## src/rtl/fragmentPkg.sv

```systemverilog
////////////////////////////////////////
// Shared widths, pixel types and the compare and blend encodings
// of the fragment back end
////////////////////////////////////////
package fragmentPkg;

    ////////////////////////////////////////
    // Widths
    ////////////////////////////////////////
    localparam int FB_INDEX_WIDTH = 14;
    localparam int CHANNEL_WIDTH = 4;

    ////////////////////////////////////////
    // Pixel types
    ////////////////////////////////////////
    typedef logic [FB_INDEX_WIDTH - 1 : 0] fbIndexT;
    typedef logic [15:0] depthT;

    // RGBA4444, R in the top nibble and A in the bottom nibble
    typedef logic [4 * CHANNEL_WIDTH - 1 : 0] colorT;

    typedef logic [CHANNEL_WIDTH - 1 : 0] channelT;
    typedef logic [2 * CHANNEL_WIDTH - 1 : 0] productT;

    // Full intensity, stands for 1.0 in the channel arithmetic
    localparam channelT CHANNEL_MAX = 15;

    ////////////////////////////////////////
    // Encodings
    ////////////////////////////////////////
    // Shared by the depth test and the alpha test
    typedef enum logic [2:0]
    {
        NEVER,
        LESS,
        EQUAL,
        LEQUAL,
        GREATER,
        NOTEQUAL,
        GEQUAL,
        ALWAYS
    } compareFuncT;

    // Codes 10 to 15 are unused
    typedef enum logic [3:0]
    {
        ZERO,
        ONE,
        SRC_COLOR,
        ONE_MINUS_SRC_COLOR,
        DST_COLOR,
        ONE_MINUS_DST_COLOR,
        SRC_ALPHA,
        ONE_MINUS_SRC_ALPHA,
        DST_ALPHA,
        ONE_MINUS_DST_ALPHA
    } blendFactorT;

endpackage
```

## src/rtl/fragmentIf.sv

```systemverilog
////////////////////////////////////////
// Fragment bundle between pipeline stages
////////////////////////////////////////
`timescale 1ns/1ns

interface fragmentIf;

    logic valid;
    fragmentPkg::fbIndexT fbIndex;
    fragmentPkg::depthT depth;
    // Source color of the fragment, replaced by the blend result
    fragmentPkg::colorT color;
    // Pixel already stored at fbIndex
    fragmentPkg::colorT dstColor;
    fragmentPkg::depthT dstDepth;
    logic writeAllowed;

    modport src
    (
        output valid, fbIndex, depth, color, dstColor, dstDepth, writeAllowed
    );

    modport snk
    (
        input valid, fbIndex, depth, color, dstColor, dstDepth, writeAllowed
    );

endinterface

```

## src/rtl/fragmentPipeline.sv

```systemverilog
////////////////////////////////////////
// Fragment back end top level
////////////////////////////////////////
`timescale 1ns/1ns

module fragmentPipeline
(
    input  logic                     clk,
    input  logic                     arstN,

    // Fragment input
    input  logic                     fragValid,
    input  fragmentPkg::fbIndexT     fragIndex,
    input  fragmentPkg::depthT       fragDepth,
    input  fragmentPkg::colorT       fragColor,

    // Framebuffer read, one cycle latency
    output fragmentPkg::fbIndexT     readIndex,
    input  fragmentPkg::colorT       colorIn,
    input  fragmentPkg::depthT       depthIn,

    // Framebuffer write
    output fragmentPkg::fbIndexT     writeIndex,
    output fragmentPkg::colorT       colorOut,
    output fragmentPkg::depthT       depthOut,
    output logic                     colorWriteEnable,
    output logic                     depthWriteEnable,

    // Configuration, stable while fragments are in flight
    input  logic                     depthTestEnable,
    input  fragmentPkg::compareFuncT depthFunc,
    input  fragmentPkg::compareFuncT alphaFunc,
    input  fragmentPkg::channelT     alphaRef,
    input  fragmentPkg::blendFactorT srcFactor,
    input  fragmentPkg::blendFactorT dstFactor
);

    fragmentIf fetchToTest();
    fragmentIf testToBlend();
    fragmentIf blendToWrite();

    fragmentFetch fetch
    (
        .clk(clk),
        .arstN(arstN),
        .fragValid(fragValid),
        .fragIndex(fragIndex),
        .fragDepth(fragDepth),
        .fragColor(fragColor),
        .readIndex(readIndex),
        .colorIn(colorIn),
        .depthIn(depthIn),
        .out(fetchToTest.src)
    );

    fragmentTest test
    (
        .clk(clk),
        .arstN(arstN),
        .depthTestEnable(depthTestEnable),
        .depthFunc(depthFunc),
        .alphaFunc(alphaFunc),
        .alphaRef(alphaRef),
        .in(fetchToTest.snk),
        .out(testToBlend.src)
    );

    colorBlender blender
    (
        .clk(clk),
        .arstN(arstN),
        .srcFactor(srcFactor),
        .dstFactor(dstFactor),
        .in(testToBlend.snk),
        .out(blendToWrite.src)
    );

    framebufferWriter writer
    (
        .clk(clk),
        .arstN(arstN),
        .depthTestEnable(depthTestEnable),
        .in(blendToWrite.snk),
        .writeIndex(writeIndex),
        .colorOut(colorOut),
        .depthOut(depthOut),
        .colorWriteEnable(colorWriteEnable),
        .depthWriteEnable(depthWriteEnable)
    );

endmodule

```

## src/rtl/framebufferWriter.sv

```systemverilog
////////////////////////////////////////
// Framebuffer write port registers
////////////////////////////////////////
`timescale 1ns/1ns

module framebufferWriter
(
    input  logic                 clk,
    input  logic                 arstN,
    input  logic                 depthTestEnable,
    fragmentIf.snk               in,
    output fragmentPkg::fbIndexT writeIndex,
    output fragmentPkg::colorT   colorOut,
    output fragmentPkg::depthT   depthOut,
    output logic                 colorWriteEnable,
    output logic                 depthWriteEnable
);

    // Strobes last one cycle per fragment
    always_ff @(posedge clk or negedge arstN)
    begin
        if (!arstN)
        begin
            colorWriteEnable <= 1'b0;
            depthWriteEnable <= 1'b0;
        end
        else
        begin
            colorWriteEnable <= in.valid && in.writeAllowed;
            // Depth is only stored when the depth test is on
            depthWriteEnable <= in.valid && in.writeAllowed && depthTestEnable;
        end
    end

    always_ff @(posedge clk)
    begin
        if (in.valid)
        begin
            writeIndex <= in.fbIndex;
            colorOut <= in.color;
            depthOut <= in.depth;
        end
    end

endmodule

```

## src/rtl/colorBlender.sv

```systemverilog
////////////////////////////////////////
// Two-stage blend of fragment color with stored color
////////////////////////////////////////
`timescale 1ns/1ns

module colorBlender
(
    input  logic                     clk,
    input  logic                     arstN,
    input  fragmentPkg::blendFactorT srcFactor,
    input  fragmentPkg::blendFactorT dstFactor,
    fragmentIf.snk                   in,
    fragmentIf.src                   out
);

    // Factor for one channel, both source and destination factors use it
    function automatic fragmentPkg::channelT selectFactor
    (
        fragmentPkg::blendFactorT factor,
        fragmentPkg::channelT srcChannel,
        fragmentPkg::channelT srcAlpha,
        fragmentPkg::channelT dstChannel,
        fragmentPkg::channelT dstAlpha
    );
        case (factor)
            fragmentPkg::ZERO:
                selectFactor = '0;
            fragmentPkg::ONE:
                selectFactor = fragmentPkg::CHANNEL_MAX;
            fragmentPkg::SRC_COLOR:
                selectFactor = srcChannel;
            fragmentPkg::ONE_MINUS_SRC_COLOR:
                selectFactor = fragmentPkg::CHANNEL_MAX - srcChannel;
            fragmentPkg::DST_COLOR:
                selectFactor = dstChannel;
            fragmentPkg::ONE_MINUS_DST_COLOR:
                selectFactor = fragmentPkg::CHANNEL_MAX - dstChannel;
            fragmentPkg::SRC_ALPHA:
                selectFactor = srcAlpha;
            fragmentPkg::ONE_MINUS_SRC_ALPHA:
                selectFactor = fragmentPkg::CHANNEL_MAX - srcAlpha;
            fragmentPkg::DST_ALPHA:
                selectFactor = dstAlpha;
            fragmentPkg::ONE_MINUS_DST_ALPHA:
                selectFactor = fragmentPkg::CHANNEL_MAX - dstAlpha;
            default:
                selectFactor = '0;
        endcase
    endfunction

    localparam int W = fragmentPkg::CHANNEL_WIDTH;

    fragmentPkg::channelT srcAlpha;
    fragmentPkg::channelT dstAlpha;

    // Products stage, index 3 is R and index 0 is A
    logic prodValid;
    fragmentPkg::fbIndexT prodIndex;
    fragmentPkg::depthT prodDepth;
    fragmentPkg::colorT prodDstColor;
    fragmentPkg::depthT prodDstDepth;
    logic prodWriteAllowed;
    fragmentPkg::productT srcProduct [4];
    fragmentPkg::productT dstProduct [4];

    assign srcAlpha = in.color[W - 1 : 0];
    assign dstAlpha = in.dstColor[W - 1 : 0];

    always_ff @(posedge clk or negedge arstN)
    begin
        if (!arstN)
        begin
            prodValid <= 1'b0;
            out.valid <= 1'b0;
        end
        else
        begin
            prodValid <= in.valid;
            out.valid <= prodValid;
        end
    end

    ////////////////////////////////////////
    // Stage one, factor select and multiply
    ////////////////////////////////////////
    always_ff @(posedge clk)
    begin
        if (in.valid)
        begin
            for (int i = 0; i < 4; i++)
            begin
                srcProduct[i] <= in.color[i * W +: W]
                    * selectFactor(srcFactor, in.color[i * W +: W], srcAlpha,
                                   in.dstColor[i * W +: W], dstAlpha);
                dstProduct[i] <= in.dstColor[i * W +: W]
                    * selectFactor(dstFactor, in.color[i * W +: W], srcAlpha,
                                   in.dstColor[i * W +: W], dstAlpha);
            end
            prodIndex <= in.fbIndex;
            prodDepth <= in.depth;
            prodDstColor <= in.dstColor;
            prodDstDepth <= in.dstDepth;
            prodWriteAllowed <= in.writeAllowed;
        end
    end

    ////////////////////////////////////////
    // Stage two, round and saturate
    ////////////////////////////////////////
    always_ff @(posedge clk)
    begin : sumStage
        logic [2 * W : 0] sum;
        if (prodValid)
        begin
            for (int i = 0; i < 4; i++)
            begin
                // Adding 15 before the shift approximates division by 15
                sum = {1'b0, srcProduct[i]} + {1'b0, dstProduct[i]}
                      + (2 * W + 1)'(fragmentPkg::CHANNEL_MAX);
                out.color[i * W +: W] <= sum[2 * W] ? fragmentPkg::CHANNEL_MAX
                                                    : sum[2 * W - 1 : W];
            end
            out.fbIndex <= prodIndex;
            out.depth <= prodDepth;
            out.dstColor <= prodDstColor;
            out.dstDepth <= prodDstDepth;
            out.writeAllowed <= prodWriteAllowed;
        end
    end

endmodule

```

## src/rtl/fragmentTest.sv

```systemverilog
////////////////////////////////////////
// Depth test and alpha test
////////////////////////////////////////
`timescale 1ns/1ns

module fragmentTest
(
    input  logic                     clk,
    input  logic                     arstN,
    input  logic                     depthTestEnable,
    input  fragmentPkg::compareFuncT depthFunc,
    input  fragmentPkg::compareFuncT alphaFunc,
    input  fragmentPkg::channelT     alphaRef,
    fragmentIf.snk                   in,
    fragmentIf.src                   out
);

    // Result of one compare function from the less and equal flags
    function automatic logic comparePassed
    (
        fragmentPkg::compareFuncT func,
        logic less,
        logic equal
    );
        logic greater;
        greater = !less && !equal;
        case (func)
            fragmentPkg::NEVER:    comparePassed = 1'b0;
            fragmentPkg::LESS:     comparePassed = less;
            fragmentPkg::EQUAL:    comparePassed = equal;
            fragmentPkg::LEQUAL:   comparePassed = less || equal;
            fragmentPkg::GREATER:  comparePassed = greater;
            fragmentPkg::NOTEQUAL: comparePassed = !equal;
            fragmentPkg::GEQUAL:   comparePassed = greater || equal;
            fragmentPkg::ALWAYS:   comparePassed = 1'b1;
        endcase
    endfunction

    fragmentPkg::channelT fragAlpha;
    logic depthPassed;
    logic alphaPassed;

    ////////////////////////////////////////
    // Tests
    ////////////////////////////////////////
    // Alpha comes straight from the fragment color
    assign fragAlpha = in.color[fragmentPkg::CHANNEL_WIDTH - 1 : 0];

    assign depthPassed = comparePassed(depthFunc,
                                       in.depth < in.dstDepth,
                                       in.depth == in.dstDepth);

    assign alphaPassed = comparePassed(alphaFunc,
                                       fragAlpha < alphaRef,
                                       fragAlpha == alphaRef);

    ////////////////////////////////////////
    // Stage register
    ////////////////////////////////////////
    always_ff @(posedge clk or negedge arstN)
    begin
        if (!arstN)
        begin
            out.valid <= 1'b0;
        end
        else
        begin
            out.valid <= in.valid;
        end
    end

    always_ff @(posedge clk)
    begin
        if (in.valid)
        begin
            out.fbIndex <= in.fbIndex;
            out.depth <= in.depth;
            out.color <= in.color;
            out.dstColor <= in.dstColor;
            out.dstDepth <= in.dstDepth;
            // A disabled depth test lets every fragment through
            out.writeAllowed <= in.writeAllowed
                                && (depthPassed || !depthTestEnable)
                                && alphaPassed;
        end
    end

endmodule

```

## src/rtl/fragmentFetch.sv

```systemverilog
////////////////////////////////////////
// Fragment input register and framebuffer read
////////////////////////////////////////
`timescale 1ns/1ns

module fragmentFetch
(
    input  logic                 clk,
    input  logic                 arstN,
    input  logic                 fragValid,
    input  fragmentPkg::fbIndexT fragIndex,
    input  fragmentPkg::depthT   fragDepth,
    input  fragmentPkg::colorT   fragColor,
    output fragmentPkg::fbIndexT readIndex,
    input  fragmentPkg::colorT   colorIn,
    input  fragmentPkg::depthT   depthIn,
    fragmentIf.src               out
);

    // Accepted fragment, its index addresses both memories
    logic acceptValid;
    fragmentPkg::depthT acceptDepth;
    fragmentPkg::colorT acceptColor;

    // Held while the memories answer
    logic waitValid;
    fragmentPkg::fbIndexT waitIndex;
    fragmentPkg::depthT waitDepth;
    fragmentPkg::colorT waitColor;

    always_ff @(posedge clk or negedge arstN)
    begin
        if (!arstN)
        begin
            acceptValid <= 1'b0;
            waitValid <= 1'b0;
            out.valid <= 1'b0;
        end
        else
        begin
            acceptValid <= fragValid;
            waitValid <= acceptValid;
            out.valid <= waitValid;
        end
    end

    always_ff @(posedge clk)
    begin
        if (fragValid)
        begin
            readIndex <= fragIndex;
            acceptDepth <= fragDepth;
            acceptColor <= fragColor;
        end
        if (acceptValid)
        begin
            waitIndex <= readIndex;
            waitDepth <= acceptDepth;
            waitColor <= acceptColor;
        end
        // Read data is present one edge after readIndex moved
        if (waitValid)
        begin
            out.fbIndex <= waitIndex;
            out.depth <= waitDepth;
            out.color <= waitColor;
            out.dstColor <= colorIn;
            out.dstDepth <= depthIn;
        end
    end

    // Only the test stage may deny the write
    assign out.writeAllowed = 1'b1;

endmodule

```

## config.mk

```make
export PLATFORM = sky130hd
export DESIGN_NAME = fragmentPipeline
export DESIGN_NICKNAME = d
export VERILOG_FILES = /design/src/rtl/fragmentPkg.sv /design/src/rtl/fragmentIf.sv /design/src/rtl/fragmentPipeline.sv /design/src/rtl/framebufferWriter.sv /design/src/rtl/colorBlender.sv /design/src/rtl/fragmentTest.sv /design/src/rtl/fragmentFetch.sv
export SDC_FILE = /design/constraint.sdc
export NUM_CORES = 1
export LEC_CHECK = 0
export BUFFER_PORTS_ARGS = -buffer_cell sky130_fd_sc_hd__buf_2
export CAP_MARGIN = 20
export CELL_PAD_IN_SITES_DETAIL_PLACEMENT = 0
export CELL_PAD_IN_SITES_GLOBAL_PLACEMENT = 2
export CORE_UTILIZATION = 47
export DETAILED_ROUTE_END_ITERATION = 6
export PLACE_DENSITY = 0.88
export SLEW_MARGIN = 10
export SYNTH_ARGS = -nofsm -noshare
export SYNTH_HDL_FRONTEND = slang
export SYNTH_SLANG_ARGS = --single-unit
```

## constraint.sdc

```tcl
create_clock -name clk -period 9.59 [get_ports clk]
set_clock_uncertainty 0.15 [all_clocks]
set_input_delay 1.918 -clock clk [delete_from_list [all_inputs] [get_ports clk]]
set_output_delay 1.918 -clock clk [all_outputs]
set_load 0.02 [all_outputs]
```

==> flow_metrics.tcl, run 1 <==
set metrics [dict create \
    cts_buffers 45 \
    avgSynthCellArea_um2 14.8 \
    antenna_left 0 \
    die_x_um 207 \
    clock_latency_ns 0.59 \
    netlist_instances 1328 \
    post-cts-setup-buffers 0 \
    first_iter_violations 585 \
    max-vdd-ir-drop_mv 0.188 \
    hold_viol 0 \
    root_buffer "clkbuf_16" \
    cts_hold_buffers 0 \
    hpwlAfterDp_um 24900 \
    cts_buffer_depth 3 \
    grt_pass1_vias 10633 \
    stdcell_area_mm2 0.0227 \
    drive_gt1_share_pct 16.3 \
    pwr_density_cell_mw_per_mm2 206 \
    die_area_mm2 0.0427 \
    end_kind "register" \
    vias 10618 \
    first_pass_iters 7 \
    synth.largest_area_cell "edfxtp_1" \
    std_cell_rows 74 \
    fmax_mhz 166 \
    start_util_pct 47.9 \
    critPathTopFamily "compound AO/OA/AOI/OAI gates" \
    synth_top_flop_cell "edfxtp_1" \
    synthesis.nets 1628 \
    min_period_ns 6.01 \
    relSlewSlack_pct 38.1 \
    cts_htree_levels 2 \
    synth_edf_count 421 \
    synth-seq-cells 429 \
    cpMaxStageDelayCell "buf_2" \
    hold_class "register to register" \
    rsz0062_at_grt "false" \
    max_stage_delay_ns 0.68 \
    die_h_um 207 \
    netlist_area_mm2 0.0197 \
    rrSetupSlack_ns 5.25 \
    ys_types 49 \
    worst_r2r_endpoint "blender.srcProduct[3][7]" \
    grt_overflow 0 \
    totalWireLength_um 35200 \
    cts_resized 0 \
    worst_pin_slew_ns 0.927 \
    r2r-start "test.out.color[1]" \
    gp_congestion 0.802 \
    cts_tree "done" \
    finalCritPeriodShare_pct 62.7 \
    grt_start_max_net_pins 80 \
    synth.most_common_cell "edfxtp_1" \
    cp_max_fo 38 \
    nets 1810 \
    ys_async_sr_fraction_pct 1.86 \
    syn_to_final_growth_pct 15.1 \
    core_mm2 0.0411 \
    status "complete, but fails checks" \
    worst-r2r-cell-count 13 \
    setup_tns_ns 0 \
    grt_first_pass_wirelength_um 55400 \
    wl_per_cell_um 16.9 \
    io_pins 162 \
    finalSetupViolCount 0 \
    violations "design-rule violations" \
    path_class "input pin to register" \
    seq_area_frac_synth_pct 65.2 \
    crit_buf_inv 2 \
    grtUsageTotal_pct 17.2 \
    critPathLaunchType "input pin" \
    holdCritStartpoint "blender.out.depth[15]" \
    p_leak_nw 9.44 \
    synthTopCellsByCount "edfxtp_1, ha_1, inv_1" \
    totalPowerFinal_mw 4.67 \
    drv_cap 0 \
    worstPathArrival_ns 6.21 \
    portBuffers 161 \
    slew_viol_final 0 \
    synthTopCellsByArea "edfxtp_1, ha_1, fa_1, xor2_1, inv_1" \
    worstPathRequired_ns 9.78 \
    ys_warn_count 0 \
    cts.sinks 429 \
    drc 8 \
    vias_per_cell 5.10 \
    antenna_found_initial 8 \
    top_regs "blender.dstProduct: 32 flops, blender.srcProduct: 32 flops" \
    clk_pin_slew_ns 0.07 \
    place_area_mm2 0.0211 \
    min_to "writer.depthOut[15]" \
    cp_cell_sequence "buf_2 > nor3b_1 > a31oi_1 > o21ai_0 > o21ai_0 > fa_1 > inv_1 > fa_1 > ha_1 > a21o_1 > a21oi_1 > o21bai_1 > a21oi_1 > xnor2_1" \
    netlist.area_leader.share_pct 64.2 \
    worstHoldPathCells 0 \
]
==> metrics by stage <==
| step | setup slack, ns | util, % | cells | hold slack [ns] |
|---|---|---|---|---|
| global placement | 3.07 | 51.2 | 1992 | 0.250 |
| global route | 3.17 | 55.1 | 2078 | 0.257 |
| finish | 3.58 | 55.1 | 2082 | 0.252 |
| floorplan | 3.96 | - | 1328 | 0.250 |
| CTS | 3.58 | 54.9 | 2075 | 0.250 |
| detailed placement | 2.95 | 51.2 | 1992 | 0.255 |
==> worst max-delay path by stage <==
stage	from	to	slack, ns	depth (start not counted)
2_1_floorplan	srcFactor[0]	blender.srcProduct[2][7]	3.96	18
3_3_place_gp	srcFactor[0]	blender.srcProduct[1][7]	3.07	14
3_5_place_dp	srcFactor[0]	blender.srcProduct[1][7]	2.95	14
4_1_cts	srcFactor[0]	blender.srcProduct[1][7]	3.58	14
5_1_grt	srcFactor[0]	blender.srcProduct[1][7]	3.17	14
6_report	srcFactor[0]	blender.srcProduct[3][7]	3.58	14
==> metal layers <==
| layer | part of all wire (%) | track usage, % |
|---|---|---|
| met4 | 2.3 | 6.01 |
| met2 | 48 | 28.5 |
| met3 | 7.1 | 4.98 |
| met1 | 42 | 21.4 |
| met5 | 0.19 | 0 |
==> report_power, final <==
group | switching, mW | internal (mW)
registers | 0.0595 | 2.25
logic | 0.341 | 0.253
clock network | 0.747 | 1.02
==> logic make-up after synthesis <==
family	synth area share (%)
AOI/OAI and AO/OA	7.19
and+or+nand+nor	7.04
DFF	65.2
adders and majority gates	13.9
xor gates and xnor gates	3.56
buffers and inverters	2.80
muxes	0.254
==> layout make-up <==
type / count / area, um^2
multi-input combinational: 757 / 6300
sequential: 429 / 12900
antenna: 4 / 10.0
fill: 3380 / 18400
timing repair buffer: 168 / 911
inverter: 109 / 409
clock inverter: 31 / 363
tap: 532 / 666
clock buffer: 52 / 1150
==> placed cells by master, fill, tap and decap left out, types with 9 or more instances in the layout <==
| cell type | n |
|---|---|
| buf_2 | 161 |
| and2_1 | 50 |
| o221ai_1 | 13 |
| nor2b_1 | 65 |
| o21ai_0 | 36 |
| o21a_1 | 9 |
| edfxtp_1 | 421 |
| o21bai_1 | 14 |
| nand2b_1 | 16 |
| clkbuf_16 | 45 |
| a221o_1 | 12 |
| inv_1 | 109 |
| a21oi_1 | 60 |
| xor2_1 | 48 |
| a21o_1 | 18 |
| xnor2_1 | 32 |
| a22oi_1 | 16 |
| fa_1 | 32 |
| nand2_1 | 49 |
| nor2_1 | 47 |
| ha_1 | 168 |
Power figures use the tool's default switching activity.
==> run 2: changes to the inputs <==
--- a/config.mk
+++ b/config.mk
@@ -9,9 +9,9 @@
 export CAP_MARGIN = 20
 export CELL_PAD_IN_SITES_DETAIL_PLACEMENT = 0
 export CELL_PAD_IN_SITES_GLOBAL_PLACEMENT = 2
-export CORE_UTILIZATION = 47
+export CORE_UTILIZATION = 43
 export DETAILED_ROUTE_END_ITERATION = 6
-export PLACE_DENSITY = 0.88
+export PLACE_DENSITY = 0.82
 export SLEW_MARGIN = 10
 export SYNTH_ARGS = -nofsm -noshare
 export SYNTH_HDL_FRONTEND = slang
==> constraint.sdc (replaced) <==
create_clock -name clk -period 5.8 [get_ports clk]
set_clock_uncertainty 0.15 [all_clocks]
set_input_delay 1.16 -clock clk [delete_from_list [all_inputs] [get_ports clk]]
set_output_delay 1.16 -clock clk [all_outputs]
set_load 0.02 [all_outputs]
==> flow_metrics.tcl, run 2 (synthesized netlist as in run 1, its figures left out) <==
set metrics [dict create \
    status "completed" \
    first_pass_iters 5 \
    worst-r2r-cell-count 15 \
    grt_pass1_vias 10855 \
    hold_viol 0 \
    layout_commonest_cell "edfxtp_1" \
    totalWireLength_um 35300 \
    final_cell_mix "edfxtp_1, ha_1, buf_2" \
    totalPowerFinal_mw 7.69 \
    final_util_pct 50.2 \
    min_period_ns 4.77 \
    first_iter_violations 462 \
    wl_per_cell_um 16.4 \
    critPathLaunchType "input pin" \
    whs_ns 0.236 \
    post-cts-setup-buffers 0 \
    grtUsageTotal_pct 15.6 \
    nets 1814 \
    grt_start_max_net_pins 80 \
    drc 0 \
    clock_latency_ns 0.59 \
    rrSetupSlack_ns 1.51 \
    vias 10461 \
    die_area_mm2 0.0467 \
    setup_tns_ns 0 \
    drv_cap 0 \
    pwr_density_cell_mw_per_mm2 338 \
    core_mm2 0.0453 \
    hold_class "register to register" \
    drive_gt1_share_pct 16.1 \
    top_regs "blender.dstProduct: 32 flops, blender.srcProduct: 32 flops" \
    r2r-start "test.out.dstColor[3]" \
    dpl_worst_slack_ns 0.482 \
    max-vdd-ir-drop_mv 0.427 \
    cts_htree_levels 2 \
    cts_resized 0 \
    portBuffers 161 \
    die_h_um 216 \
    worst_r2r_endpoint "blender.srcProduct[2][7]" \
    relSlewSlack_pct 31.5 \
    grt_first_pass_wirelength_um 56800 \
    worst_slack_ns 1.03 \
    vias_per_cell 4.86 \
    crit_path_start "srcFactor[0]" \
    cts_buffer_depth 3 \
    syn_to_final_growth_pct 15.5 \
    cts_hold_buffers 0 \
    gp_congestion 0.812 \
    worst_pin_slew_ns 1.03 \
    antenna_left 0 \
    finalCritPeriodShare_pct 82.2 \
    worstPathRequired_ns 5.96 \
    io_pins 162 \
    std_cell_rows 78 \
    rsz0062_at_grt "false" \
    grt_overflow 0 \
    die_x_um 216 \
    endpoint "blender.srcProduct[1][7]" \
    num-fill-cells 3867 \
    cts_buffers 45 \
    clk_pin_slew_ns 0.06 \
    cp_max_fo 15 \
    antenna_found_initial 8 \
    slew_viol_final 0 \
    start_util_pct 43.5 \
    path_class "input pin to register" \
    p_leak_nw 9.46 \
    cts.sinks 429 \
    end_kind "register" \
    holdCritStartpoint "fetch.out.dstColor[7]" \
    fmax_mhz 210 \
    finalSetupViolCount 0 \
    worstPathArrival_ns 4.93 \
    cts_tree "done" \
    root_buffer "clkbuf_16" \
    hpwlAfterDp_um 25200 \
]
[run 2: changes by cell type in the layout (fill, tap and decap cells not counted), moves of 3 or more]
| cell | change |
|---|---|
| clkinv_2 | +7 |
| inv_6 | -7 |
| clkinv_1 | +6 |
| buf_4 | +5 |
| clkinv_4 | -5 |
| clkinvlp_4 | -3 |
[run 2: worst max-delay path, cell delays in order]
cell and delay (ns):
buf_2 0.28, nor3b_1 0.48, a31oi_1 0.07, o21ai_0 0.49, o21ai_0 0.24, fa_1 0.56, inv_1 0.06, fa_1 0.53
ha_1 0.32, a21o_1 0.15, a21oi_1 0.24, o21bai_1 0.09, a21oi_1 0.18, xnor2_1 0.08
[run 2: through the flow]
| stage | cell area (um^2) | std cells |
|---|---|---|
| floorplan | 19700 | 1328 |
| global placement | 21200 | 2065 |
| detailed placement | 21200 | 2065 |
| CTS | 22700 | 2148 |
| global route | 22700 | 2150 |
| finish | 22700 | 2152 |
[run 2: cell type report]
| cell class | instances | area (um^2) | share of cell area, % |
|---|---|---|---|
| well taps | 600 | 751 | 3.30 |
| flip-flops and latches | 429 | 12900 | 56.5 |
| diodes | 2 | 5.00 | 0.0220 |
| clock buffers | 53 | 1180 | 5.18 |
| repair buffers | 172 | 913 | 4.02 |
| clock inverters | 30 | 329 | 1.45 |
| multi-input cells | 757 | 6300 | 27.7 |
| inverters | 109 | 409 | 1.80 |
[run 2: power by group]
part           switching [mW]  internal, mW
Sequential              0.107          3.72
Combinational           0.561         0.419
Clock                    1.19          1.69
Total                    1.86          5.83
[run 2: metal layers]
layer | GRT usage (%) | vias to the layer above | part of all wire [%]
li1 | - | 5232 | -
met1 | 19.3 | 4914 | 44
met2 | 26.0 | 234 | 47
met3 | 5.16 | 69 | 7.0
met4 | 4.88 | 12 | 2.4
met5 | 0 | - | 0.21
[run 2: worst min path at each step]
stage / depth (start not counted) / endpoint
after global placement: 0 / blender.out.depth[14]
after global routing: 1 / fetch.acceptValid
after floorplan: 0 / blender.out.depth[0]
after detailed placement: 0 / blender.out.depth[7]
after CTS: 1 / fetch.acceptValid
final: 0 / test.out.dstColor[7]
